<file path="src/hw/ppu_pkg.sv">
package ppu_pkg;

  // ====================================================================
  // Line and frame timing
  // ====================================================================

  // One dot per clock
  localparam int DOTS_PER_LINE   = 456;
  // OAM scan occupies dots 0..79
  localparam int MODE2_LEN       = 80;
  localparam int SCREEN_WIDTH    = 160;
  localparam int SCREEN_HEIGHT   = 144;
  // 144 visible lines plus 10 VBlank lines
  localparam int LINES_PER_FRAME = 154;

  // Row FIFO geometry
  localparam int FIFO_AW    = 2;
  localparam int FIFO_DEPTH = 1 << FIFO_AW;

  // ====================================================================
  // CPU address map
  // ====================================================================

  localparam logic [15:0] VRAM_START = 16'h8000;
  localparam logic [15:0] VRAM_END   = 16'h9FFF;
  localparam logic [15:0] OAM_START  = 16'hFE00;
  localparam logic [15:0] OAM_END    = 16'hFE9F;

  // LCD registers, FF46 (DMA) not mapped here
  localparam logic [15:0] REG_LCDC = 16'hFF40;
  localparam logic [15:0] REG_STAT = 16'hFF41;
  localparam logic [15:0] REG_SCY  = 16'hFF42;
  localparam logic [15:0] REG_SCX  = 16'hFF43;
  localparam logic [15:0] REG_LY   = 16'hFF44;
  localparam logic [15:0] REG_LYC  = 16'hFF45;
  localparam logic [15:0] REG_BGP  = 16'hFF47;

  // ====================================================================
  // Types
  // ====================================================================

  // Encoded as in STAT[1:0]
  typedef enum logic [1:0] {
    MODE_HBLANK = 2'd0,
    MODE_VBLANK = 2'd1,
    MODE_OAM    = 2'd2,
    MODE_XFER   = 2'd3
  } ppu_mode_t;

  // Software-visible register state
  typedef struct packed {
    logic [7:0] lcdc;
    logic [3:0] stat_en;  // STAT[6:3]: LYC, mode 2, mode 1, mode 0
    logic [7:0] scy;
    logic [7:0] scx;
    logic [7:0] lyc;
    logic [7:0] bgp;
  } ppu_regs_t;

  // Wishbone classic, 8-bit data
  typedef struct packed {
    logic        cyc;
    logic        stb;
    logic        we;
    logic [15:0] adr;
    logic [7:0]  dat;
  } wb_req_t;

  typedef struct packed {
    logic       ack;
    logic [7:0] dat;
  } wb_rsp_t;

  // One 8-pixel row of a tile, bitplanes
  typedef struct packed {
    logic [7:0] lo;
    logic [7:0] hi;
  } tile_row_t;

  typedef struct packed {
    logic       valid;
    logic [1:0] shade;
  } pixel_t;

  typedef struct packed {
    logic vblank;
    logic stat;
  } ppu_irq_t;

endpackage

</file>
<file path="src/hw/ppu_bg_fetcher.sv">
module ppu_bg_fetcher (
  input  logic               clk,
  input  logic               reset,
  input  ppu_pkg::ppu_regs_t regs,
  input  logic [7:0]         ly,
  input  ppu_pkg::ppu_mode_t mode,
  input  logic               line_start,
  input  logic [7:0]         vram_rdata,
  input  logic               full,
  output logic [12:0]        vram_addr,
  output logic               push,
  output ppu_pkg::tile_row_t row
);

  // One row per four cycles: map, low, high, push
  typedef enum logic [2:0] {
    FETCH_IDLE,
    FETCH_MAP,
    FETCH_LO,
    FETCH_HI,
    FETCH_PUSH
  } fetch_state_t;

  fetch_state_t state;
  logic [4:0]   col;
  logic [7:0]   tile_q;
  logic [7:0]   lo_q;
  logic [7:0]   y;
  logic [12:0]  map_base;

  // 16 bytes per tile, signed mode based at 0x9000
  function automatic logic [12:0] tile_addr(
    input logic [7:0] idx,
    input logic [2:0] fine_y,
    input logic       unsigned_mode,
    input logic       hi
  );
    tile_addr = {~unsigned_mode & ~idx[7], idx, fine_y, hi};
  endfunction

  // Background row with vertical scroll, wraps at 256
  assign y        = ly + regs.scy;
  assign map_base = regs.lcdc[3] ? 13'h1C00 : 13'h1800;

  // Address for the byte that lands in the next state
  always_comb begin
    case (state)
      FETCH_LO:   vram_addr = tile_addr(vram_rdata, y[2:0], regs.lcdc[4], 1'b0);
      FETCH_HI,
      FETCH_PUSH: vram_addr = tile_addr(tile_q, y[2:0], regs.lcdc[4], 1'b1);
      default:    vram_addr = map_base + {3'b000, y[7:3], col};
    endcase
  end

  // High byte comes straight from VRAM, held while stalled
  assign push = (state == FETCH_PUSH) && !full;
  assign row  = '{lo: lo_q, hi: vram_rdata};

  always_ff @(posedge clk or posedge reset) begin
    if (reset) begin
      state <= FETCH_IDLE;
      col   <= 5'd0;
    end else if (mode != ppu_pkg::MODE_XFER) begin
      state <= FETCH_IDLE;
    end else if (line_start) begin
      state <= FETCH_MAP;
      col   <= regs.scx[7:3];
    end else begin
      case (state)
        FETCH_MAP: state <= FETCH_LO;
        FETCH_LO:  state <= FETCH_HI;
        FETCH_HI:  state <= FETCH_PUSH;
        FETCH_PUSH: begin
          // Back-pressure from the FIFO
          if (!full) begin
            state <= FETCH_MAP;
            col   <= col + 5'd1;
          end
        end
        default: ;
      endcase
    end
  end

  // Tile index and low plane
  always_ff @(posedge clk) begin
    if (state == FETCH_LO) begin
      tile_q <= vram_rdata;
    end
    if (state == FETCH_HI) begin
      lo_q <= vram_rdata;
    end
  end

endmodule

</file>
<file path="config.mk">
export PLATFORM = sky130hd
export DESIGN_NAME = ppu_bg_fetcher
export DESIGN_NICKNAME = d
export VERILOG_FILES = /design/src/hw/ppu_pkg.sv /design/src/hw/ppu_bg_fetcher.sv
export SDC_FILE = /design/constraint.sdc
export NUM_CORES = 1
export LEC_CHECK = 0
export BUFFER_PORTS_ARGS = -buffer_cell sky130_fd_sc_hd__buf_2
export CAP_MARGIN = 40
export CELL_PAD_IN_SITES_DETAIL_PLACEMENT = 1
export CELL_PAD_IN_SITES_GLOBAL_PLACEMENT = 1
export CORE_MARGIN = 8
export CORE_UTILIZATION = 31
export CTS_CLUSTER_SIZE = 16
export DETAILED_ROUTE_END_ITERATION = 7
export GPL_TIMING_DRIVEN = 0
export MAX_ROUTING_LAYER = met4
export PLACE_DENSITY_LB_ADDON = 0.1
export SYNTH_ARGS = -nofsm -noshare
export SYNTH_HDL_FRONTEND = slang
export SYNTH_SLANG_ARGS = --single-unit
</file>
<file path="constraint.sdc">
create_clock -name clk -period 2.4 [get_ports clk]
set_input_delay 0.24 -clock clk [delete_from_list [all_inputs] [get_ports clk]]
set_output_delay 0.24 -clock clk [all_outputs]
set_load 0.02 [all_outputs]
</file>
==> summary.txt <==
Final min period: 2.24 ns
Layout Nets: 317
Num ports: 96
Compound-Gate Fraction of Synth Area: 0.190
Most frequent cells after synthesis: nor2_1, edfxtp_1, a21oi_1
Syn-to-layout area delta: 30.4%
Post-Syn Area: 1680 um2
GRT Total Usage: 0.123
Crit path capture type: output port
Clock Latency Late Sink: 0.26 ns
Peak VDD IR: 0.000279 V
Synthesis Warnings: 0
Hold WC Path Type: in -> reg
Post-synthesis cell count: 171
Post-synthesis simple-gate area fraction: 0.144
First-pass GRT wire length: 7.53 mm
Sw Ratio: 0.297
Clock network fraction of total power: 0.292
Final period utilization: 0.935
P_leak: 0.970 nW
Startpoint types: primary input
Top FF cell, synth: edfxtp_1
Ys async rst share: 0.333
Post-Route WL: 4.76 mm
Initial antenna violation count: 0
Clk slew on worst S/H paths: 0.08 ns
Vias in the first global route: 1568
PwrDens: 548 nW/um2
Max transition margin: 0.446
Syn Area/Cell: 9.83 um2
Htree depth: 1
Comb power frac: 0.295
CTS Buffer Depth: 2
Worst path setup slack after routing: 0.157 ns
Clock skew: 0.00194 ns
CP arrival: 2.00 ns
Setup violations, final: 0
Dpl ws: -0.0536 ns
Avg WL per Cell: 15.2 um
Antenna diodes: 0
Adder-Cell Fraction of Synth Area: 0.0714
Initial core utilization: 0.313
Post-DP Area: 2100 um2
Top-count cell post-synth: nor2_1
Status: finished, final reports clean
Seq cells post-synth: 24
Max-cap check violation count: 0
Antenna Violating Nets Remaining: 0
Post-Syn Nets: 246
TritonCTS clock tree: built
WS Path Type: in -> out
Slew @ Worst Pin: 0.828 ns
Seq/Total Area, Yosys: 0.405
Final core occ: 0.408
Number of synthesized flops with an enable pin: 16
Largest family of logic cells by synthesized area: compound AO/OA/AOI/OAI gates
FP Rows: 27
Clock sinks: 24
Internal: 0.000844 W
Final Instance Area: 2190 um2
Ratio of cells with drive above 1 in the final layout: 0.398
P_sw: 0.000357 W
Flop pwr share: 0.413
Synth area leaders: edfxtp_1, dfrtp_1, ha_1
Residual DRC count: 0
F_max: 0.446 GHz
Final Hold Vio Count: 0
Distinct cells, synth: 44
DR vias: 1501
Cell taking the most area after synthesis: edfxtp_1
Multiplexer share of the synthesized area: 0.0811
CORE AREA: 5370 um2
Postcts setup bufs: 0
Die Y: 89.7 um
Max-slew violations: 0
Area share of the largest cell type after synthesis: 0.286
Gpl congestion: 0.736
I/O Buffers: 65
CP max FO: 2
Root Buffer: clkbuf_8
Die ar.: 8040 um2
Hpwl dp: 3.79 mm
DIE WIDTH: 89.7 um
DRT Pass-1 Iters: 3
RSZ-0062 raised after global routing: no
Via density: 4.80
XOR/XNOR Fraction of Synth Area: 0.0312
Largest net degree at the start of global routing: 15
Congestion Overflow GR: 0
Total CTS buffers: 3
Critical Path RT: 2.16 ns
First DRT Iteration DRCs: 32
state kept, by name, summed over array words and instances (netlist names):
register and cells:
state 3, lo_q 8, col 5, tile_q 8
critical path, cell delays in order:
cell      delay (ns)
buf_2           0.10
ha_1            0.21
fa_1            0.41
a21o_1          0.22
a211oi_2        0.23
o22ai_1         0.14
a311oi_2        0.26
buf_4           0.19
area by class of cell:
type,count,area [um2]
fillers,652,3180
multi-input cells,126,882
clock buffers,3,41.3
clock inverters,1,30.0
flip-flops and latches,24,681
plain buffers,16,111
inverters,5,18.8
repair buffers,66,338
well taps,72,90.1
cells in the final DEF, fill, tap and decap left out, types with 2 or more instances in the layout:
cell	n
a21oi_1	15
nand4_1	2
inv_1	5
dfrtp_1	8
o21ai_0	14
xnor2_1	5
edfxtp_1	16
buf_6	2
buf_2	66
nand3_1	5
ha_1	8
o22ai_1	5
clkbuf_8	3
clkbuf_1	3
mux2_2	5
a22oi_1	2
nor3_1	2
nand2b_1	2
nor2_1	23
mux2i_1	8
buf_4	10
nand2_1	6
through the flow:
| stage | hold WS (ns) | setup TNS, ns | instances | power [W] |
|---|---|---|---|---|
| final | 0.188 | 0 | 313 | 0.00120 |
| after global routing | 0.181 | 0 | 313 | 0.00128 |
| after CTS | 0.185 | 0 | 313 | 0.00122 |
| after global placement | 0.209 | -0.00427 | 308 | 0.000854 |
| after detailed placement | 0.210 | -0.0536 | 308 | 0.000857 |
| after floorplan | 0.0557 | 0 | 171 | 0.000731 |
worst paths after layout:
check | from | to | slack [ns] | cells after the start
max | regs[24] | vram_addr[8] | 0.16 | 8
min | vram_rdata[1] | lo_q[1] | 0.19 | 1
max reg2reg | state[2] | tile_q[6] | 0.51 | 3
min reg2reg | col[1] | col[1] | 0.56 | 2
max in group asynchronous | reset | col[4] | 1.70 | 3
min in group asynchronous | reset | col[0] | 0.46 | 3
cells by family after synthesis:
group / after synthesis
AND/OR/NAND/NOR: 47
flip-flops: 24
AO/OA/AOI/OAI: 51
adder cells (fa/ha/maj): 9
buffers and inverters: 21
XOR/XNOR: 6
multiplexers: 13
what timing repair did:
item,CTS,global route
resized for setup,1,2
hold buffers,1,0
setup endpoints to repair,1,1
pin swaps,0,2
hold endpoints to repair,8,0
power by group through the flow:
stage / clock network [W] / registers, W / logic, W
after floorplan: 0 / 0.000495 / 0.000236
after global routing: 0.000379 / 0.000501 / 0.000398
after global placement: 0 / 0.000506 / 0.000348
final: 0.000351 / 0.000496 / 0.000354
after CTS: 0.000364 / 0.000497 / 0.000357
after detailed placement: 0 / 0.000506 / 0.000352
per-layer routing:
metal	share of wire	vias up	global-route usage
met2	0.45	41	0.193
li1	-	759	-
met5	0	-	-
met4	0.0044	0	0.0242
met3	0.071	2	0.0300
met1	0.47	699	0.157
Power figures use the tool's default switching activity.
