===== config.mk =====
export PLATFORM = sky130hd
export DESIGN_NAME = ppu_line_timer
export DESIGN_NICKNAME = d
export VERILOG_FILES = /design/src/hw/ppu_pkg.sv /design/src/hw/ppu_line_timer.sv
export SDC_FILE = /design/constraint.sdc
export NUM_CORES = 1
export LEC_CHECK = 0
export ABC_AREA = 1
export ABC_CLOCK_PERIOD_IN_PS = 4800
export BUFFER_PORTS_ARGS = -buffer_cell sky130_fd_sc_hd__buf_2
export CORE_MARGIN = 2
export CORE_UTILIZATION = 40
export DETAILED_ROUTE_END_ITERATION = 7
export MAX_ROUTING_LAYER = met4
export PLACE_DENSITY_LB_ADDON = 0.05
export SKIP_CTS_REPAIR_TIMING = 1
export SLEW_MARGIN = 20
export SYNTH_ARGS = -nofsm -noshare
export SYNTH_HDL_FRONTEND = slang
export SYNTH_SLANG_ARGS = --single-unit

===== constraint.sdc =====
create_clock -name clk -period 4.8 [get_ports clk]
set_input_delay 0.48 -clock clk [delete_from_list [all_inputs] [get_ports clk]]
set_output_delay 0.48 -clock clk [all_outputs]
set_load 0.05 [all_outputs]

===== src/hw/ppu_pkg.sv =====
package ppu_pkg;

  // ====================================================================
  // Line and frame timing
  // ====================================================================

  // One dot per clock
  localparam int DOTS_PER_LINE   = 456;
  // OAM scan occupies dots 0..79
  localparam int MODE2_LEN       = 80;
  localparam int SCREEN_WIDTH    = 160;
  localparam int SCREEN_HEIGHT   = 144;
  // 144 visible lines plus 10 VBlank lines
  localparam int LINES_PER_FRAME = 154;

  // Row FIFO geometry
  localparam int FIFO_AW    = 2;
  localparam int FIFO_DEPTH = 1 << FIFO_AW;

  // ====================================================================
  // CPU address map
  // ====================================================================

  localparam logic [15:0] VRAM_START = 16'h8000;
  localparam logic [15:0] VRAM_END   = 16'h9FFF;
  localparam logic [15:0] OAM_START  = 16'hFE00;
  localparam logic [15:0] OAM_END    = 16'hFE9F;

  // LCD registers, FF46 (DMA) not mapped here
  localparam logic [15:0] REG_LCDC = 16'hFF40;
  localparam logic [15:0] REG_STAT = 16'hFF41;
  localparam logic [15:0] REG_SCY  = 16'hFF42;
  localparam logic [15:0] REG_SCX  = 16'hFF43;
  localparam logic [15:0] REG_LY   = 16'hFF44;
  localparam logic [15:0] REG_LYC  = 16'hFF45;
  localparam logic [15:0] REG_BGP  = 16'hFF47;

  // ====================================================================
  // Types
  // ====================================================================

  // Encoded as in STAT[1:0]
  typedef enum logic [1:0] {
    MODE_HBLANK = 2'd0,
    MODE_VBLANK = 2'd1,
    MODE_OAM    = 2'd2,
    MODE_XFER   = 2'd3
  } ppu_mode_t;

  // Software-visible register state
  typedef struct packed {
    logic [7:0] lcdc;
    logic [3:0] stat_en;  // STAT[6:3]: LYC, mode 2, mode 1, mode 0
    logic [7:0] scy;
    logic [7:0] scx;
    logic [7:0] lyc;
    logic [7:0] bgp;
  } ppu_regs_t;

  // Wishbone classic, 8-bit data
  typedef struct packed {
    logic        cyc;
    logic        stb;
    logic        we;
    logic [15:0] adr;
    logic [7:0]  dat;
  } wb_req_t;

  typedef struct packed {
    logic       ack;
    logic [7:0] dat;
  } wb_rsp_t;

  // One 8-pixel row of a tile, bitplanes
  typedef struct packed {
    logic [7:0] lo;
    logic [7:0] hi;
  } tile_row_t;

  typedef struct packed {
    logic       valid;
    logic [1:0] shade;
  } pixel_t;

  typedef struct packed {
    logic vblank;
    logic stat;
  } ppu_irq_t;

endpackage


===== src/hw/ppu_line_timer.sv =====
module ppu_line_timer (
  input  logic               clk,
  input  logic               reset,
  input  ppu_pkg::ppu_regs_t regs,
  input  logic               line_done,
  output ppu_pkg::ppu_mode_t mode,
  output logic [7:0]         ly,
  output logic               coincidence,
  output logic               line_start,
  output ppu_pkg::ppu_irq_t  irq
);

  logic [8:0]         dot;
  logic [8:0]         dot_n;
  logic [7:0]         ly_n;
  ppu_pkg::ppu_mode_t mode_n;
  logic               lcd_on;
  logic               line_end;
  logic               stat_hit;

  assign lcd_on   = regs.lcdc[7];
  assign line_end = (dot == 9'(ppu_pkg::DOTS_PER_LINE - 1));

  // ====================================================================
  // Next dot, line and mode
  // ====================================================================

  always_comb begin
    dot_n  = line_end ? 9'd0 : dot + 9'd1;
    ly_n   = ly;
    mode_n = mode;
    if (line_end) begin
      ly_n = (ly == 8'(ppu_pkg::LINES_PER_FRAME - 1)) ? 8'd0 : ly + 8'd1;
    end
    case (mode)
      ppu_pkg::MODE_OAM: begin
        if (dot == 9'(ppu_pkg::MODE2_LEN - 1)) begin
          mode_n = ppu_pkg::MODE_XFER;
        end
      end
      // Variable length, ended by the shifter
      ppu_pkg::MODE_XFER: begin
        if (line_done) begin
          mode_n = ppu_pkg::MODE_HBLANK;
        end
      end
      ppu_pkg::MODE_HBLANK: begin
        if (line_end) begin
          mode_n = (ly == 8'(ppu_pkg::SCREEN_HEIGHT - 1)) ? ppu_pkg::MODE_VBLANK
                                                           : ppu_pkg::MODE_OAM;
        end
      end
      default: begin
        if (line_end && ly == 8'(ppu_pkg::LINES_PER_FRAME - 1)) begin
          mode_n = ppu_pkg::MODE_OAM;
        end
      end
    endcase
    // LCD off parks the timer at line 0, mode 2
    if (!lcd_on) begin
      dot_n  = 9'd0;
      ly_n   = 8'd0;
      mode_n = ppu_pkg::MODE_OAM;
    end
  end

  // STAT sources, LYC match on LY change or entry to an enabled mode
  always_comb begin
    stat_hit = regs.stat_en[3] && (ly_n != ly) && (ly_n == regs.lyc);
    if (mode_n != mode) begin
      case (mode_n)
        ppu_pkg::MODE_HBLANK: stat_hit = stat_hit || regs.stat_en[0];
        ppu_pkg::MODE_VBLANK: stat_hit = stat_hit || regs.stat_en[1];
        ppu_pkg::MODE_OAM:    stat_hit = stat_hit || regs.stat_en[2];
        default: ;
      endcase
    end
  end

  // ====================================================================
  // State and pulses
  // ====================================================================

  always_ff @(posedge clk or posedge reset) begin
    if (reset) begin
      dot         <= 9'd0;
      ly          <= 8'd0;
      mode        <= ppu_pkg::MODE_OAM;
      coincidence <= 1'b0;
      line_start  <= 1'b0;
      irq         <= '0;
    end else begin
      dot         <= dot_n;
      ly          <= ly_n;
      mode        <= mode_n;
      // Tracks the new LY value
      coincidence <= (ly_n == regs.lyc);
      // High in the first dot of mode 3
      line_start  <= (mode_n == ppu_pkg::MODE_XFER) && (mode != ppu_pkg::MODE_XFER);
      // Same edge that loads LY = 144
      irq.vblank  <= lcd_on && line_end && (ly == 8'(ppu_pkg::SCREEN_HEIGHT - 1));
      irq.stat    <= lcd_on && stat_hit;
    end
  end

endmodule


==> results.md <==
* Status: finished, final reports clean
* # diodes at 0
* Part of the cycle the worst path needs at roughly half
* Root buf cell: clkbuf_8
* Number of synthesized flops with an enable pin at 0
* Unrepaired setup endpoints after global routing: false
* Crit path time final at 2.32 ns
* P_leak at between 1 and 1.5 nW
* Total number of vias at roughly 1,500
* Core area at 4030 um^2
* Final setup viols at 0
* Worst path required time at 4.98 ns
* Residual DRC count at 0
* Final WL at 3.68 mm
* Die Wd at 69.0 um
* Kind of critical path: register to register
* Sequential area share after synthesis at 34.2%
* Wire per inst at 11.9 um
* Final TNS setup at 0 ns
* Net Sw Frac at 26.1%
* DR pass1 iterations at 5
* Power Density at between 150 and 200 nW/um^2
* Final Hold Fails at 0
* Total global-route track usage at between 10% and 20%
* Cell Area, Synth at 1690 um^2
* Slew @ Worst Pin at 0.904 ns
* Max VDD drop at ~0.13 mV
* Area of the multi-input gates at around 920 um^2
* Pwr Total at 0.359 mW
* Top post-synthesis cells by count: nand2_1, inv_1, dfrtp_1, nor2_1
* Synth Instances at 229
* Flop pwr share at 55.0%
* CTS H-tree depth at 1
* Clk sinks at 23
* Cell variety after synth at 32
* Internal power at 0.265 mW
* Ratio of cells with drive above 1 in the final layout at 29.3%
* Rows at 23
* HP Class: input pin to asynchronous set/reset pin
* Syn Area/Cell at 7.37 um^2
* HPWL Detailed at 2.83 mm
* Final ANT Viol Nets at 0
* Routability Congestion at 0.814
* Vias/cell at 4.83
* Post-synth top area share at 32.6%
* Max cap viols at 0
* Synth area leader: dfrtp_1
* Initial core utilization at between 40% and 50%
* Pins Over Slew Limit at 0
* Syn Nets at approximately 280
* Clock Skews at 0.00820 ns
* Reg area at 577 um^2
* First-iteration detailed-routing DRC count at 46
* Filler Cells Inserted at 443
* Worst-path maximum fanout at 6
* First-pass GRT wire length at 6.22 mm
* Clk_lat worst skew at 0.28 ns
* Fin Hold WS at 0.377 ns
* IO buf count at 29
* Synth Register Bits at 23
* Yosys warns at 0
* Worst setup SP type: register
* Combinational share of power at about 8.4%
* Total die area at about 4800 um^2
* Arrival time worst endpoint at 2.50 ns
* Sw Pwr at 0.0937 mW
* Synth area leaders: dfrtp_1, nand2_1, inv_1
* Share of total power in the clock network at 36.7%
* Top-count cell post-synth: nand2_1
* TritonCTS clock tree: done
* CTS max path bufs at 2
* FF-to-FF setup slack at about 2.5 ns
* Clock slew at reported path FFs at about 0.10 ns
* Gr ovfl total at 0
* Antenna violations before repair at 0
* Top-level I/O count at 61
* CP Capture Type: register
* Ys async rst share at 100%
* Synthesis-to-layout area growth at 13.6%
* Die Y at 69.0 um
* Main synth FF type: dfrtp_1
* Nets@finish at between 300 and 400
* Worst slew margin at 39.6%
* TritonCTS buffer count at 3
* Largest net degree at the start of global routing at 24
* Via count of the first global-routing pass at 1,371
* Fmax at 430 MHz
power by group through the flow:
stage	registers, mW	logic [mW]	clock network [mW]
after floorplan	0.201	0.0189	0
after global placement	0.201	0.0308	0
after detailed placement	0.201	0.0311	0
after CTS	0.197	0.0311	0.136
after global routing	0.198	0.0350	0.145
final	0.197	0.0300	0.132
layout make-up:
type / count / area share (%)
timing repair buffer: 29 / 7.57
sequential: 23 / 30.1
inverter: 44 / 8.61
tap: 50 / 3.26
clock buffer: 3 / 2.15
multi-input combinational: 159 / 48.1
clock inverter: 1 / 0.261
worst max-delay path, cell delays in order (launching register included):
cell and delay (ns):
dfrtp_1 0.46, ha_1 0.27, nand3_1 0.16, inv_1 0.14
nand2_1 0.08, a31oi_1 0.15, nand2_1 0.18, ha_1 0.33
a221o_1 0.27, nand3_1 0.10, a21oi_1 0.07
registers in the layout, summed over array words and instances (netlist names):
| name | flops |
|---|---|
| coincidence | 1 |
| dot | 9 |
| irq | 2 |
| line_start | 1 |
| ly | 8 |
| mode | 2 |
cell families (layout without fill, tap and decap cells):
family	after synthesis	count (layout)	share of synthesized area (%)
fa+ha+maj	7	7	5.19
xor+xnor	1	1	0.519
simple gates	136	136	43.3
flops	23	23	34.2
buf+inv	47	77	11.2
compound gates	15	15	5.63
layout by cell type (no fill, tap or decap), types with 2 or more instances in the layout:
cell	count
nor3_2	2
a21oi_1	7
nand3_1	13
nand4_1	9
buf_2	29
inv_2	9
nand3_2	8
nand2_2	13
nor2_4	3
nor3_1	8
nand2_4	2
nor2_2	3
ha_1	7
nand2_1	52
dfrtp_1	22
nor4_1	2
inv_1	35
a31oi_1	2
clkbuf_8	3
nand3b_1	2
nor2_1	17
final timing paths:
kind | from | endpoint | cells past startpoint
worst max-delay path | ly[0] | irq[0] | 10
worst min-delay path | reset | mode[0] | 2
worst max register to register | ly[0] | irq[0] | 10
worst min register to register | dot[0] | dot[0] | 1
max in group asynchronous | reset | ly[6] | 2
min in group clk | dot[0] | dot[0] | 1
metal layers:
layer	global-route usage [%]	wire length, um	up-vias
met2	30.6	1760	29
li1	-	-	790
met3	3.41	137	4
met4	5.15	46	0
met5	-	0	-
met1	22.0	1730	668
metrics by stage:
step	cells	area, um^2	util, %	setup slack, ns
6_report	309	1920	47.6	2.48
5_1_grt	309	1920	47.6	2.24
4_1_cts	309	1920	47.6	2.45
3_5_place_dp	305	1870	46.5	2.46
3_3_place_gp	305	1870	46.5	2.49
2_1_floorplan	229	1690	-	2.40
No activity file was read; power rests on OpenSTA's default activity.
