--- config.mk ---
export PLATFORM = sky130hd
export DESIGN_NAME = ppu_pixel_shifter
export DESIGN_NICKNAME = d
export VERILOG_FILES = /design/src/hw/ppu_pkg.sv /design/src/hw/ppu_pixel_shifter.sv
export SDC_FILE = /design/constraint.sdc
export NUM_CORES = 1
export LEC_CHECK = 0
export BUFFER_PORTS_ARGS = -buffer_cell sky130_fd_sc_hd__buf_2
export CAP_MARGIN = 20
export CORE_MARGIN = 8
export CORE_UTILIZATION = 44
export DETAILED_ROUTE_END_ITERATION = 10
export PLACE_DENSITY = 0.84
export SLEW_MARGIN = 5
export SYNTH_ARGS = -nofsm -noshare
export SYNTH_HDL_FRONTEND = slang
export SYNTH_SLANG_ARGS = --single-unit
--- constraint.sdc ---
create_clock -name clk -period 1.7 [get_ports clk]
set_input_delay 0.34 -clock clk [delete_from_list [all_inputs] [get_ports clk]]
set_output_delay 0.34 -clock clk [all_outputs]
set_load 0.1 [all_outputs]
--- src/hw/ppu_pkg.sv ---
package ppu_pkg;

  // ====================================================================
  // Line and frame timing
  // ====================================================================

  // One dot per clock
  localparam int DOTS_PER_LINE   = 456;
  // OAM scan occupies dots 0..79
  localparam int MODE2_LEN       = 80;
  localparam int SCREEN_WIDTH    = 160;
  localparam int SCREEN_HEIGHT   = 144;
  // 144 visible lines plus 10 VBlank lines
  localparam int LINES_PER_FRAME = 154;

  // Row FIFO geometry
  localparam int FIFO_AW    = 2;
  localparam int FIFO_DEPTH = 1 << FIFO_AW;

  // ====================================================================
  // CPU address map
  // ====================================================================

  localparam logic [15:0] VRAM_START = 16'h8000;
  localparam logic [15:0] VRAM_END   = 16'h9FFF;
  localparam logic [15:0] OAM_START  = 16'hFE00;
  localparam logic [15:0] OAM_END    = 16'hFE9F;

  // LCD registers, FF46 (DMA) not mapped here
  localparam logic [15:0] REG_LCDC = 16'hFF40;
  localparam logic [15:0] REG_STAT = 16'hFF41;
  localparam logic [15:0] REG_SCY  = 16'hFF42;
  localparam logic [15:0] REG_SCX  = 16'hFF43;
  localparam logic [15:0] REG_LY   = 16'hFF44;
  localparam logic [15:0] REG_LYC  = 16'hFF45;
  localparam logic [15:0] REG_BGP  = 16'hFF47;

  // ====================================================================
  // Types
  // ====================================================================

  // Encoded as in STAT[1:0]
  typedef enum logic [1:0] {
    MODE_HBLANK = 2'd0,
    MODE_VBLANK = 2'd1,
    MODE_OAM    = 2'd2,
    MODE_XFER   = 2'd3
  } ppu_mode_t;

  // Software-visible register state
  typedef struct packed {
    logic [7:0] lcdc;
    logic [3:0] stat_en;  // STAT[6:3]: LYC, mode 2, mode 1, mode 0
    logic [7:0] scy;
    logic [7:0] scx;
    logic [7:0] lyc;
    logic [7:0] bgp;
  } ppu_regs_t;

  // Wishbone classic, 8-bit data
  typedef struct packed {
    logic        cyc;
    logic        stb;
    logic        we;
    logic [15:0] adr;
    logic [7:0]  dat;
  } wb_req_t;

  typedef struct packed {
    logic       ack;
    logic [7:0] dat;
  } wb_rsp_t;

  // One 8-pixel row of a tile, bitplanes
  typedef struct packed {
    logic [7:0] lo;
    logic [7:0] hi;
  } tile_row_t;

  typedef struct packed {
    logic       valid;
    logic [1:0] shade;
  } pixel_t;

  typedef struct packed {
    logic vblank;
    logic stat;
  } ppu_irq_t;

endpackage

--- src/hw/ppu_pixel_shifter.sv ---
module ppu_pixel_shifter (
  input  logic               clk,
  input  logic               reset,
  input  logic               line_start,
  input  ppu_pkg::ppu_regs_t regs,
  input  ppu_pkg::tile_row_t rdata,
  input  logic               empty,
  output logic               pop,
  output ppu_pkg::pixel_t    pixel,
  output logic               line_done
);

  logic       active;
  logic [3:0] cnt;       // Pixels left in the shift register
  logic [2:0] discard;   // Fine-scroll pixels still to drop
  logic [7:0] px_count;
  logic [7:0] lo_sr;
  logic [7:0] hi_sr;
  logic [1:0] color;
  logic       emit;

  // Reload only once the register is drained
  assign pop   = active && (cnt == 4'd0) && !empty;
  assign emit  = active && regs.lcdc[7] && (cnt != 4'd0) && (discard == 3'd0);
  // MSB first, high plane is bit 1
  assign color = {hi_sr[7], lo_sr[7]};

  always_ff @(posedge clk or posedge reset) begin
    if (reset) begin
      active    <= 1'b0;
      cnt       <= 4'd0;
      discard   <= 3'd0;
      px_count  <= 8'd0;
      pixel     <= '0;
      line_done <= 1'b0;
    end else begin
      // Shade through BGP
      pixel     <= '{valid: emit, shade: regs.bgp[{color, 1'b0} +: 2]};
      line_done <= 1'b0;
      if (!regs.lcdc[7]) begin
        active <= 1'b0;
      end else if (line_start) begin
        active   <= 1'b1;
        cnt      <= 4'd0;
        discard  <= regs.scx[2:0];
        px_count <= 8'd0;
      end else if (pop) begin
        cnt <= 4'd8;
      end else if (active && cnt != 4'd0) begin
        cnt <= cnt - 4'd1;
        if (discard != 3'd0) begin
          discard <= discard - 3'd1;
        end else begin
          px_count <= px_count + 8'd1;
          // Last visible pixel, idle until next line
          if (px_count == 8'(ppu_pkg::SCREEN_WIDTH - 1)) begin
            active    <= 1'b0;
            line_done <= 1'b1;
          end
        end
      end
    end
  end

  // Pixel planes
  always_ff @(posedge clk) begin
    if (pop) begin
      lo_sr <= rdata.lo;
      hi_sr <= rdata.hi;
    end else if (cnt != 4'd0) begin
      lo_sr <= {lo_sr[6:0], 1'b0};
      hi_sr <= {hi_sr[6:0], 1'b0};
    end
  end

endmodule

==> impl_metrics.toml, run 1 <==
[outcome]
status = "finished, violations left"
violations = "negative setup slack"

[power]
netSwitchingPower_mw = 1.24
clockPowerShare_pct = 17.0
sw_frac_of_total_pct = 36.3
cell_internal_pwr_mw = 2.18
leakage_nw = 1.15
p_seq_share_pct = 42.9
pwr_density_cell_mw_per_mm2 = 1400
vdd_drop_max_mv = 0.984
power_mw = 3.42
power.share.combinational_pct = 40.1

[synth]
synth_cell_types = 45
yosysMostFrequentCell = "nand2_1"
syn_avg_cell_area_um2 = 9.95
ys_ff_latch = 36
synth-async-reset-ratio_pct = 55.6
synth.top_cells.by_count = "nand2_1 (55), dfrtp_1 (20), edfxtp_1 (16)"
syn_area_mm2 = 0.00184
yosys_warnings = 0
ys_seq_area_share_pct = 53.3
syn_inst = 185
synth_area_leader_cell = "dfrtp_1"
synth_nets = 254
synth_edf_count = 16
synth_top_flop_cell = "dfrtp_1"
synthTopCellsByArea = "dfrtp_1 (27%), edfxtp_1 (26%), nand2_1 (11%)"
yosysTopAreaCellShare_pct = 27.2

[critical_path]
path_delay_family = "flip-flops"
path_depth = 6
crit_buf_inv = 3
arrival_ps = 1470
crit_path_max_fanout = 2
reg2regPathDepth = 7
path_cells = "inv_2 > ha_4 > nor3b_4 > nand2_2 > inv_4 > buf_12"
critPathLaunchType = "flop"
endpoint_kind = "primary output"
slowest_stage = "dfrtp_1"
cpPeakStageDelay_ps = 410
required_ps = 1360
worst-setup-path-type = "flop to primary output"

[floorplan]
die-area_mm2 = 0.00651
die_h_um = 80.7
core_area_mm2 = 0.00400
initial_utilization_pct = 46.0
ios = 69
placementRows = 23
die_w_um = 80.7

[routing]
vias = 1602
drt_pass1_iterations = 4
drt_iter0_drc = 117
detail-route-antenna-nets = 0
viasPerCell = 5.43
drc = 0
drt-total-wl_um = 4440
wl_per_cell_um = 15.1

[final_layout]
regArea_um2 = 981
post-route-util_pct = 61.2
fin_nets = 313
n_fill_cell = 344
n_antenna_cell = 0
multiInputGateArea_um2 = 890
drive_gt1_share_pct = 36.3
syn_to_final_growth_pct = 32.9

[cts]
ctsHtreeMaxLevel = 2
root_buffer = "clkbuf_8"
clock_latency_ps = 290
tritoncts = "yes"
clk_pin_slew_ps = 70
cts_buffer_depth = 2
cts_sinks = 36
postCtsHoldBufs = 0
cts_buffers = 5

[sta]
finalWorstSetupSlack_ps = -113
slew_headroom_pct = 64.3
finalSetupViolations = 10
rsz0062_at_grt = "true"
finalHoldViolCount = 0
final_max_slew_viol_count = 0
finalCritPeriodShare_pct = 107
max_slew.worst_pin.slew_ps = 529
fin_setup_tns_ps = -499
layout_min_cycle_time_ps = 1810
timing.fmax_mhz = 552
skew_ps = 2.63

[place]
dp_hpwl_um = 3050
port_buffers = 36
gp_congestion = 0.846

[grt]
grt_pass1_vias = 1604
grt_pass1_wl_um = 7080
grt_max_degree = 21
grtUsageTotal_pct = 13.7
grt.overflow.total = 0
antenna_found_initial = 0

[min_path]
hold_path.class = "input pin to async pin"

[job]
cap_violations = 0
## logic make-up (layout without fill, tap and decap cells)
group	count (synthesis)	count (layout)	share of synthesized area (%)
multiplexers	4	4	3.53
AO/OA/AOI/OAI	36	36	13.2
buffers and inverters	17	77	3.53
AND/OR/NAND/NOR	87	87	23.0
flip-flops	36	36	53.3
adder cells (fa/ha/maj)	5	5	3.40
## layout by cell type (no fill, tap or decap), types with 3 or more instances in the layout
master     n
nand3_1    4
edfxtp_1  16
and3_1     3
a21oi_1    3
buf_6      4
nor2_1     4
dfrtp_1   20
clkbuf_8   5
inv_2      3
nand2_1   53
buf_4     17
buf_2     35
o22ai_1    4
ha_1       3
o21ai_1    5
inv_1      7
a21oi_2    3
nand2b_1   4
## sequential cells by signal, summed over array words and instances (netlist names)
| name | flops |
|---|---|
| cnt | 4 |
| px_count | 8 |
| hi_sr | 8 |
| line_done | 1 |
| active | 1 |
| lo_sr | 8 |
| discard | 3 |
| pixel | 3 |
## metrics by stage
stage	setup slack [ps]	cells	cell area, um2	hold WS, ps
after floorplan	4.82	185	1870	304
after detailed placement	-18.7	279	2210	382
after global placement	30.5	279	2210	382
final	-113	295	2450	74.2
after CTS	-107	293	2360	73.6
after global routing	-181	295	2450	89.8
## power groups by stage
stage                     sequential (mW)  combinational (mW)  clock, mW
after detailed placement             1.47                1.17          0
after global routing                 1.50                1.50      0.632
after floorplan                      1.63               0.638          0
after global placement               1.45                1.12          0
final                                1.46                1.37      0.579
after CTS                            1.46                1.27      0.593
## worst reg2reg max path, stage by stage, from the launching register on
cell     delay (ps)
dfrtp_1         380
inv_2            70
ha_4            160
nor3b_4         150
buf_4           170
a31o_4          260
or3_4           390
o21ai_2         130
## routing by layer
metal	vias to the layer above	track usage [%]	routed length [um]
met1	776	15.3	1800
met4	0	5.18	52
met5	-	0	0
li1	783	-	-
met2	38	24.5	2340
met3	5	3.24	254
## path summary, 6_finish.rpt
kind / to / from / slack (ps)
worst max-delay path: pop / cnt[1] / -110
worst min-delay path: px_count[0] / reset / 70
worst max register to register: cnt[2] / cnt[1] / -80
worst min register to register: hi_sr[5] / hi_sr[4] / 520
max in group asynchronous: cnt[3] / reset / 1420
min in group clk: hi_sr[5] / rdata[5] / 310
## cell type report
cell class / instances / area share (%)
clock buffers: 7 / 3.12
clock inverters: 1 / 0.205
inverters: 11 / 1.79
multi-input cells: 132 / 36.4
flip-flops and latches: 36 / 40.1
well taps: 50 / 2.56
repair buffers: 58 / 15.9
## what timing repair did
| item | 4_1_cts | 5_1_grt |
|---|---|---|
| gates resized for setup | 4 | 19 |
| endpoints found under the setup margin | 4 | 26 |
| buffers inserted | 6 | 4 |
| pin swaps | 3 | 8 |
No activity file was read; power rests on OpenSTA's default activity.
==> inputs of run 2 (changes only) <==
Settings changed: CORE_UTILIZATION 44 to 40, CTS_CLUSTER_SIZE set to 14, PLACE_DENSITY 0.84 to 0.78.
==> run 2 against run 1 <==
The run still ends with negative setup slack left; first-iteration DRC count stayed put; clock skew is 8.0 ps higher; setup slack better by 6.4 ps; count of clock-buffer cells in the layout stayed put; combinational power is 4% higher; sequential cell count stayed put; critical path depth is 2 higher; hold slack worse by 10 ps; wire length is 2.7% lower; cell count is 1.7% higher; total power is 1.6% higher; clock power is 3.8% higher; largest cell class unchanged.
==> impl_metrics.toml, run 2 (synthesis results as in run 1) <==
[final_layout]
layout_commonest_cell = "nand2_1"
drive_gt1_share_pct = 35.5
fin_nets = 316
syn_to_final_growth_pct = 32.6
top_regs = "hi_sr (8), lo_sr (8), px_count (8)"
n_antenna_cell = 0
regArea_um2 = 981
multiInputGateArea_um2 = 863
final_cell_area_mm2 = 0.00244
post-route-util_pct = 55.7
final_cell_mix = "nand2_1 (53), buf_2 (35), buf_4 (21)"
n_fill_cell = 381

[sta]
finalWorstSetupSlack_ps = -107
finalCritPeriodShare_pct = 106
max_slew.worst_pin.slew_ps = 489
slew_headroom_pct = 67.6
final_max_slew_viol_count = 0
timing.fmax_mhz = 553
finalSetupViolations = 24
rsz0062_at_grt = "true"
layout_min_cycle_time_ps = 1810
finalHoldViolCount = 0
skew_ps = 10.6

[cts]
clock_latency_ps = 290
root_buffer = "clkbuf_8"
postCtsHoldBufs = 0
tritoncts = "yes"
cts_buffer_depth = 2
clk_pin_slew_ps = 80
ctsHtreeMaxLevel = 2
cts_buffers = 5
cts_sinks = 36

[place]
placed_cell_area_mm2 = 0.00223
port_buffers = 36
dp_hpwl_um = 3030
gp_congestion = 0.830

[critical_path]
r2r_setup_slack_ps = -110
cp-endpoint = "cnt[0]"
reg2regPathDepth = 8
r2r-end = "cnt[0]"
arrival_ps = 2030
worst-setup-path-type = "flop to flop"
r2r_start = "cnt[1]"
crit_path_max_fanout = 4
startpoint = "cnt[1]"
required_ps = 1920
critPathLaunchType = "flop"
endpoint_kind = "flop"

[routing]
vias = 1554
drc = 0
drt-total-wl_um = 4320
detail-route-antenna-nets = 0
viasPerCell = 5.18
drt_pass1_iterations = 4
wl_per_cell_um = 14.4
drt_iter0_drc = 117

[grt]
antenna_found_initial = 0
grtUsageMet2_pct = 20.4
grtUsageTotal_pct = 12.2
grt_max_degree = 21
grt.met1_usage_pct = 13.0
grt_pass1_vias = 1614
grt_pass1_wl_um = 7070
top_usage_layer = "met2"
gr-usage-met3_pct = 4.59
grt.overflow.total = 0

[job]
cap_violations = 0

[floorplan]
core_area_mm2 = 0.00438
initial_utilization_pct = 42.0
placementRows = 24
die_w_um = 83.8
die-area_mm2 = 0.00703
ios = 69
die_h_um = 83.8

[power]
leakage_nw = 1.17
pwr_density_cell_mw_per_mm2 = 1420
vdd_drop_max_mv = 0.970

[min_path]
hold_path.class = "input pin to async pin"

[outcome]
violations = "negative setup slack"
status = "finished, violations left"
run 2: stage by stage:
stage / worst slack [ps] / power (mW) / hold WS, ps / std cells / TNS (ps)
floorplan: 4.82 / 2.26 / 304 / 185 / 0
global placement: 25.5 / 2.60 / 382 / 283 / 0
detailed placement: -8.85 / 2.67 / 383 / 283 / -20.2
CTS: -106 / 3.33 / 69.0 / 295 / -282
global route: -192 / 3.68 / 79.6 / 300 / -2190
finish: -107 / 3.47 / 64.0 / 300 / -806
run 2: critical path, cell delays in order, from the launching register on:
cell	delay, ps
dfrtp_1	370
inv_2	60
ha_4	150
nor3b_4	150
buf_4	140
buf_6	120
a31o_4	240
or3_4	360
o21ai_2	150
run 2: metal layers:
metal	vias to the layer above	share of wire (%)
li1	788	-
met1	726	43
met2	34	51
met3	6	4.9
met4	0	1.4
met5	-	0
run 2: power breakdown:
part / total [mW] / switching (mW) / internal (mW)
Clock: 0.601 / 0.313 / 0.288
Combinational: 1.42 / 0.785 / 0.632
Sequential: 1.45 / 0.157 / 1.30
Total: 3.47 / 1.25 / 2.22
run 2: worst min path at each step:
stage           from        to  cells after the start
2_1_floorplan  reset    active                      1
3_3_place_gp   reset  pixel[2]                      3
3_5_place_dp   reset  pixel[2]                      3
4_1_cts        reset    cnt[2]                      3
5_1_grt        reset    cnt[2]                      3
6_report       reset    cnt[2]                      3
run 2: layout make-up:
cell class                      count  area share, %
Tap cell                           52           2.67
Multi-Input combinational cell    132           35.4
Clock buffer                        7           3.13
Clock inverter                      1          0.205
Inverter                           11           1.79
Timing Repair Buffer               61           16.7
Sequential cell                    36           40.2
run 2: timing repair:
item,4_1_cts,5_1_grt
setup endpoints to repair,5,15
gates resized for setup,4,13
pin swaps,2,9
setup buffers,4,6
