File: src/hw/ppu_pkg.sv
package ppu_pkg;

  // ====================================================================
  // Line and frame timing
  // ====================================================================

  // One dot per clock
  localparam int DOTS_PER_LINE   = 456;
  // OAM scan occupies dots 0..79
  localparam int MODE2_LEN       = 80;
  localparam int SCREEN_WIDTH    = 160;
  localparam int SCREEN_HEIGHT   = 144;
  // 144 visible lines plus 10 VBlank lines
  localparam int LINES_PER_FRAME = 154;

  // Row FIFO geometry
  localparam int FIFO_AW    = 2;
  localparam int FIFO_DEPTH = 1 << FIFO_AW;

  // ====================================================================
  // CPU address map
  // ====================================================================

  localparam logic [15:0] VRAM_START = 16'h8000;
  localparam logic [15:0] VRAM_END   = 16'h9FFF;
  localparam logic [15:0] OAM_START  = 16'hFE00;
  localparam logic [15:0] OAM_END    = 16'hFE9F;

  // LCD registers, FF46 (DMA) not mapped here
  localparam logic [15:0] REG_LCDC = 16'hFF40;
  localparam logic [15:0] REG_STAT = 16'hFF41;
  localparam logic [15:0] REG_SCY  = 16'hFF42;
  localparam logic [15:0] REG_SCX  = 16'hFF43;
  localparam logic [15:0] REG_LY   = 16'hFF44;
  localparam logic [15:0] REG_LYC  = 16'hFF45;
  localparam logic [15:0] REG_BGP  = 16'hFF47;

  // ====================================================================
  // Types
  // ====================================================================

  // Encoded as in STAT[1:0]
  typedef enum logic [1:0] {
    MODE_HBLANK = 2'd0,
    MODE_VBLANK = 2'd1,
    MODE_OAM    = 2'd2,
    MODE_XFER   = 2'd3
  } ppu_mode_t;

  // Software-visible register state
  typedef struct packed {
    logic [7:0] lcdc;
    logic [3:0] stat_en;  // STAT[6:3]: LYC, mode 2, mode 1, mode 0
    logic [7:0] scy;
    logic [7:0] scx;
    logic [7:0] lyc;
    logic [7:0] bgp;
  } ppu_regs_t;

  // Wishbone classic, 8-bit data
  typedef struct packed {
    logic        cyc;
    logic        stb;
    logic        we;
    logic [15:0] adr;
    logic [7:0]  dat;
  } wb_req_t;

  typedef struct packed {
    logic       ack;
    logic [7:0] dat;
  } wb_rsp_t;

  // One 8-pixel row of a tile, bitplanes
  typedef struct packed {
    logic [7:0] lo;
    logic [7:0] hi;
  } tile_row_t;

  typedef struct packed {
    logic       valid;
    logic [1:0] shade;
  } pixel_t;

  typedef struct packed {
    logic vblank;
    logic stat;
  } ppu_irq_t;

endpackage

File: src/hw/ppu_row_fifo.sv
module ppu_row_fifo (
  input  logic               clk,
  input  logic               reset,
  input  logic               flush,
  input  logic               push,
  input  ppu_pkg::tile_row_t wdata,
  input  logic               pop,
  output ppu_pkg::tile_row_t rdata,
  output logic               full,
  output logic               empty
);

  ppu_pkg::tile_row_t mem [ppu_pkg::FIFO_DEPTH];

  // Extra MSB tells full from empty
  logic [ppu_pkg::FIFO_AW:0] wr_ptr;
  logic [ppu_pkg::FIFO_AW:0] rd_ptr;

  assign empty = (wr_ptr == rd_ptr);
  assign full  = (wr_ptr == {~rd_ptr[ppu_pkg::FIFO_AW], rd_ptr[ppu_pkg::FIFO_AW-1:0]});
  assign rdata = mem[rd_ptr[ppu_pkg::FIFO_AW-1:0]];

  always_ff @(posedge clk or posedge reset) begin
    if (reset) begin
      wr_ptr <= '0;
      rd_ptr <= '0;
    end else if (flush) begin
      wr_ptr <= '0;
      rd_ptr <= '0;
    end else begin
      if (push && !full) begin
        wr_ptr <= wr_ptr + 1'b1;
      end
      if (pop && !empty) begin
        rd_ptr <= rd_ptr + 1'b1;
      end
    end
  end

  always_ff @(posedge clk) begin
    if (push && !full && !flush) begin
      mem[wr_ptr[ppu_pkg::FIFO_AW-1:0]] <= wdata;
    end
  end

endmodule

File: config.mk
export PLATFORM = sky130hd
export DESIGN_NAME = ppu_row_fifo
export DESIGN_NICKNAME = d
export VERILOG_FILES = /design/src/hw/ppu_pkg.sv /design/src/hw/ppu_row_fifo.sv
export SDC_FILE = /design/constraint.sdc
export NUM_CORES = 1
export LEC_CHECK = 0
export ABC_CLOCK_PERIOD_IN_PS = 3400
export BUFFER_PORTS_ARGS = -buffer_cell sky130_fd_sc_hd__buf_2
export CAP_MARGIN = 20
export CORE_ASPECT_RATIO = 2
export CORE_MARGIN = 1
export CORE_UTILIZATION = 30
export DETAILED_ROUTE_END_ITERATION = 8
export PLACE_DENSITY = 0.52
export SYNTH_ARGS = -nofsm -noshare
export SYNTH_HDL_FRONTEND = slang
export SYNTH_SLANG_ARGS = --single-unit
File: constraint.sdc
create_clock -name clk -period 3.4 [get_ports clk]
set_clock_uncertainty 0.1 [all_clocks]
set_input_delay 0.68 -clock clk [delete_from_list [all_inputs] [get_ports clk]]
set_output_delay 0.68 -clock clk [all_outputs]
set_load 0.01 [all_outputs]
==> summary.txt, run 1 <==
Outcome
  – Status: finished clean

Cells and area
  – Layout net count: roughly 220
  – Antenna Diode Count: 0
  – Layout cells sized above 1: 0.373
  – Commonest non-fill, non-tap cell in the layout: edfxtp_1
  – Most frequent cells in the layout: edfxtp_1, buf_2, mux4_2
  – # fillers: about 900
  – Area grow syn2layout: 20.9%
  – Layout Cells excl Fill: between 300 and 400

Die
  – Initial core utilization: 0.308
  – Total die area: 0.00998 sq mm
  – Die Height: around 140 um
  – Die X: a little over 70 um
  – Num rows: 50
  – Core region area: a little over 0.009 sq mm
  – # IOs: 39

Setup path
  – Worst endpoint data arrival time: about 1.8 ns
  – Setup CP Type: reg2out
  – Worst setup EP type: output pin
  – Crit-path slowest cell: xnor2_2
  – Crit-path leading delay family: XOR/XNOR gates
  – Max incr delay on CP: 0.43 ns
  – Critical path buffer and inverter count: 2
  – Worst Path Required: about 2.6 ns
  – CP Launch Type: flip-flop
  – Critical Path Fanout Max: 10
  – Crit path cell chain: buf_4, xnor2_2, nand2_2, nor2_1, buf_2

Detailed routing
  – Pre-antenna DRT Iters: 6
  – DR WL/cell: between 15 and 20 um
  – DRC: 0
  – Vias per cell: 4.92
  – Initial DRC Count: 51
  – Antenna-violating nets left: 0
  – Final WL: approximately 5400 um
  – DR vias: between 1.5k and 2k

Clock network
  – CTS tree: built
  – Clock Tree Buf Depth: 2
  – Clock sink count: 70
  – CTS Root Cell: clkbuf_16
  – Setup Buffers After CTS: 0
  – Cts repair resizes: 0
  – Clk_lat worst skew: ~0.32 ns
  – CTS buffer count: 9
  – Htree depth: 3
  – Cts hold-fix bufs: 0
  – Clock-pin slew on the worst setup and hold paths: ~0.050 ns

Timing
  – Worst hold margin: between 0.15 and 0.2 ns
  – Slew HR: 0.438
  – Final setup fails: 0
  – Final setup TNS: 0 ns
  – Fmax: just under 0.4 GHz
  – Fin crit period: 2.53 ns
  – Unrepaired setup endpoints after global routing: false
  – Worst-Margin Slew: ~0.84 ns
  – Final hold viol count: 0
  – Fin. max-slew vios: 0
  – Final period utilization: 0.745

Synth
  – FF+latch count, synth: 70
  – Unique masters post-synth: 31
  – Synth Warn #: 0
  – Seq/Total Area, Yosys: 0.723
  – Synth Net Count: between 150 and 200
  – Yosys top cell by area: edfxtp_1
  – Area share of the largest cell type after synthesis: 0.670
  – Post-Synthesis Cells: 148
  – Syn Area/Cell: ~19 sq um
  – Top cells by area, synth: edfxtp_1, mux4_2, dfrtp_1
  – Netlist Area Pre-Place: 0.00287 sq mm

Power
  – Max VDD drop: about 0.44 mV
  – Pleak: 0.00121 uW
  – PwrDens: 764 mW/mm^2

GRT
  – Vias in the first global route: ~1.7k
  – Total grt overflow: 0
  – Largest net degree at the start of global routing: 23
  – GRT Util Overall: 0.121
  – Initial antenna violation count: 0
  – First-pass GRT wire length: a little under 9000 um

Placed design
  – GPL Wtd Cong: ~0.7
  – Post-DP HPWL: 3690 um
  – Placed instance count: just under 300
  – Port buffer count: 38

Job
  – Max-cap violations: 0

Min path
  – Path type of the worst min-delay path: in2async
## cell families (layout without fill, tap and decap cells)
kind of cell,Yosys count,count (layout),synth area share
fa+ha+maj,5,5,0.0218
buf+inv,12,65,0.0205
xor+xnor,6,6,0.0209
mux,16,16,0.126
compound gates,18,18,0.0467
flops,70,70,0.723
simple gates,21,21,0.0419
## synthesized netlist by cell type
cell	instances
nand4_1	2
o21ai_0	4
o211ai_1	2
ha_1	5
a21o_1	1
nand3_1	3
buf_2	2
dfrtp_1	6
nand2_2	1
a211o_1	1
a31oi_1	2
xnor2_2	1
mux4_2	16
a311oi_1	2
nand2_1	2
or2b_1	1
clkbuf_1	2
xnor2_1	2
nand2b_1	2
inv_1	6
xor2_1	3
buf_6	1
a2bb2oi_1	2
buf_4	1
edfxtp_1	64
a41oi_1	2
o311ai_1	2
or4_1	1
nor2_1	3
nor3b_1	2
and2_1	4
## layout make-up
cell class,instances,area (sq um),area share
clock buffer,11,233,0.0671
clock inverter,5,26.3,0.00758
inverter,6,22.5,0.00650
multi-input combinational,66,754,0.218
sequential,70,2070,0.598
tap,104,130,0.0375
timing repair buffer,43,228,0.0657
## path summary, 6_finish.rpt
check / cells past startpoint / to / slack [ns] / from
max reg2reg: 4 / mem[0][10]$_DFFE_PP_ / 1.16 / rd_ptr[0]$_DFFE_PP0P_
min: 2 / rd_ptr[2]$_DFFE_PP0P_ / 0.18 / reset
min in group clk: 1 / mem[3][8]$_DFFE_PP_ / 0.47 / wdata[8]
max: 5 / full / 0.87 / rd_ptr[0]$_DFFE_PP0P_
min reg2reg: 2 / wr_ptr[2]$_DFFE_PP0P_ / 0.53 / wr_ptr[2]$_DFFE_PP0P_
max in group asynchronous: 2 / wr_ptr[0]$_DFFE_PP0P_ / 2.80 / reset
## registers in the layout, indices dropped and copies added, names as in the netlist
register  count
mem          64
rd_ptr        3
wr_ptr        3
## worst register-to-register path: stages (launching register included)
cell and delay (ns):
dfrtp_1 0.37, buf_4 0.20, xnor2_2 0.25, a31oi_1 0.23
and2_1 0.72
## per-layer routing
metal  GRT usage  routed length (um)  up-vias
met5           0                   0        -
met4      0.0632                 122        0
met3      0.0374                 190       11
met2       0.220                3070       37
met1       0.121                2020      756
li1            -                   -      698
## power by group
part           switching [uW]  internal (uW)
combinational             433            341
clock                     319            486
sequential               35.9           1030
total                     788           1860
## metrics by stage
stage	util	worst slack [ns]	total power (uW)	area [sq um]
global route	0.372	0.746	2790	3470
floorplan	-	0.527	1610	2870
CTS	0.372	0.854	2690	3470
finish	0.372	0.868	2650	3470
global placement	0.344	0.902	1880	3210
detailed placement	0.344	0.877	1880	3210
No activity file was read; power rests on OpenSTA's default activity.
==> inputs of run 2 (changes only) <==
- ABC_CLOCK_PERIOD_IN_PS: 3400 -> 2100
- PLACE_DENSITY: 0.52 -> 0.54
- clock period: 3.4 -> 2.1 ns (I/O delays scaled with it)
==> summary.txt, run 2 (same netlist as run 1, synthesis figures left out) <==
Detailed routing
  – DR vias: 1578 (was 1502)
  – DRC: 0 (unchanged)
  – Initial DRC Count: 58 (was 51)
  – Vias per cell: 4.93 (was 4.92)
  – Pre-antenna DRT Iters: 4 (was 6)
  – DR WL/cell: 17.1 um (was 17.7 um)
  – Final WL: 5490 um (was 5400 um)
  – Antenna-violating nets left: 0 (unchanged)

Timing
  – Final hold viol count: 0 (unchanged)
  – Fin. max-slew vios: 0 (unchanged)
  – Final setup TNS: -0.641 ns (was 0 ns)
  – Unrepaired setup endpoints after global routing: true (was false)
  – Slew HR: 0.752 (was 0.438)
  – Worst-Margin Slew: 0.370 ns (was 0.844 ns)
  – Fin worst setup slack: -0.0610 ns (was 0.868 ns)
  – Fmax: roughly 0.46 GHz
  – Final period utilization: 1.03
  – Final setup fails: 18 (was 0)
  – Fin crit period: 2.16 ns

Setup path
  – Worst setup EP type: output pin (unchanged)
  – Crit-path slowest cell: mux4_2 (was xnor2_2)
  – Worst Path Required: 1.58 ns (was 2.62 ns)
  – Reg2Reg Setup Slack: 0.31 ns (was 1.16 ns)
  – Critical path buffer and inverter count: 2 (unchanged)
  – Crit path cell chain: buf_4, mux4_2, buf_2 (was buf_4, xnor2_2, nand2_2, nor2_1, buf_2)
  – Reg2reg end: mem[1][12]$_DFFE_PP_ (was mem[0][10]$_DFFE_PP_)
  – Crit-path leading delay family: multiplexers (was XOR/XNOR gates)
  – WP depth: 3 (was 5)
  – CP Launch Type: flip-flop (unchanged)
  – End point of the critical path: rdata[7] (was full)
  – Critical Path Fanout Max: 5 (was 10)
  – Worst R2R Path Depth: 4 (unchanged)
  – Worst R2R Start: wr_ptr[0]$_DFFE_PP0P_ (was rd_ptr[0]$_DFFE_PP0P_)
  – Max incr delay on CP: 0.50 ns (was 0.43 ns)
  – Worst endpoint data arrival time: 1.64 ns (was 1.75 ns)
  – Setup CP Type: reg2out (unchanged)
  – Worst setup startpoint: rd_ptr[0]$_DFFE_PP0P_ (unchanged)

Min path
  – Path type of the worst min-delay path: in2reg (was in2async)

Power
  – PwrDens: 1270 mW/mm^2 (was 764 mW/mm^2)
  – Pwr Total: 4770 uW (was 2650 uW)
  – Pleak: 0.00133 uW (was 0.00121 uW)
  – Max VDD drop: 0.480 mV (was 0.440 mV)

Die
  – Core region area: 0.00932 sq mm (unchanged)
  – # IOs: 39 (unchanged)
  – Die X: 71.1 um (unchanged)
  – Total die area: 0.00998 sq mm (unchanged)
  – Die Height: 140 um (unchanged)
  – Num rows: 50 (unchanged)
  – Initial core utilization: 0.308 (unchanged)

Clock network
  – Clock Tree Buf Depth: 2 (unchanged)
  – CTS Root Cell: clkbuf_16 (unchanged)
  – Clock-pin slew on the worst setup and hold paths: 0.06 ns (was 0.05 ns)
  – Htree depth: 3 (unchanged)
  – Clock sink count: 70 (unchanged)
  – CTS tree: built (unchanged)
  – Clk_lat worst skew: 0.33 ns (was 0.32 ns)
  – CTS buffer count: 9 (unchanged)

Outcome
  – Violated checks: setup timing
  – Status: finished with violations (was finished clean)

Placed design
  – Post-DP HPWL: 3840 um (was 3690 um)
  – Placed instance count: 301 (was 289)
  – Pre-CTS setup slack: 0.135 ns (was 0.877 ns)
  – GPL Wtd Cong: 0.773 (was 0.705)
  – Port buffer count: 38 (unchanged)

Cells and area
  – Area grow syn2layout: 30.6% (was 20.9%)
  – Layout Cells excl Fill: 320 (was 305)
  – Max reg flops: 64 (unchanged)
  – # fillers: 842 (was 878)
  – Most frequent cells in the layout: edfxtp_1, buf_2, mux4_2 (unchanged)
  – Layout net count: 237 (was 222)
  – Antenna Diode Count: 0 (unchanged)
  – Layout cells sized above 1: 0.426 (was 0.373)
  – Commonest non-fill, non-tap cell in the layout: edfxtp_1 (unchanged)
  – Register area: 0.00207 sq mm (about the same)
  – Multi-input gate area: 762 sq um (was 754 sq um)

GRT
  – Largest net degree at the start of global routing: 17 (was 23)
  – Initial antenna violation count: 0 (unchanged)
  – First-pass GRT wire length: 8670 um (unchanged)
  – GRT Util Overall: 0.123 (was 0.121)
  – Total grt overflow: 0 (unchanged)
  – Vias in the first global route: 1672 (was 1660)

Job
  – Max-cap violations: 0 (unchanged)
run 2: worst register-to-register path, delay by kind of cell (launching register included):
family | cells | cell delay (ns)
AOI/OAI and AO/OA | 1 | 0.26
xor gates and xnor gates | 1 | 0.25
buffers and inverters | 1 | 0.16
DFF | 1 | 0.49
and+or+nand+nor | 1 | 0.24
run 2: per-layer routing:
layer / part of all wire / up-vias / GRT usage
met5: 0 / - / 0
met4: 0.026 / 0 / 0.0726
met3: 0.040 / 11 / 0.0388
met2: 0.56 / 37 / 0.219
met1: 0.38 / 804 / 0.123
li1: - / 726 / -
run 2: timing repair:
action / CTS / global route
pin swaps: 0 / 0
hold endpoints to repair: 6 / 0
gates resized for setup: 8 / 6
hold buffers: 1 / 0
setup endpoints to repair: 18 / 18
buffers inserted: 1 / 1
run 2: cell type report:
class,count,share of cell area
Sequential cell,70,0.554
Multi-Input combinational cell,66,0.203
Timing Repair Buffer,58,0.124
Clock buffer,10,0.0611
Tap cell,104,0.0347
Clock inverter,6,0.0167
Inverter,6,0.00601
run 2: how the worst min path moves through the flow:
stage              from               endpoint  slack (ns)  depth (start not counted)
2_1_floorplan     reset  rd_ptr[0]$_DFFE_PP0P_        0.11                          1
3_3_place_gp      reset  rd_ptr[2]$_DFFE_PP0P_        0.28                          2
3_5_place_dp      reset  rd_ptr[2]$_DFFE_PP0P_        0.28                          2
4_1_cts        wdata[1]    mem[3][1]$_DFFE_PP_        0.19                          1
5_1_grt        wdata[1]    mem[3][1]$_DFFE_PP_        0.20                          1
6_report       wdata[1]    mem[3][1]$_DFFE_PP_        0.20                          1
run 2: stage by stage:
step           hold WS [ns]  utilization  cell area [sq um]
2_1_floorplan         0.111            -               2890
3_3_place_gp          0.282        0.359               3350
3_5_place_dp          0.276        0.359               3350
4_1_cts               0.190        0.397               3700
5_1_grt               0.197        0.402               3740
6_report              0.198        0.402               3740
run 2: where the power goes:
part | internal (uW) | total (uW) | switching (uW)
sequential | 1670 | 1770 | 97.2
combinational | 816 | 1540 | 723
clock | 914 | 1460 | 550
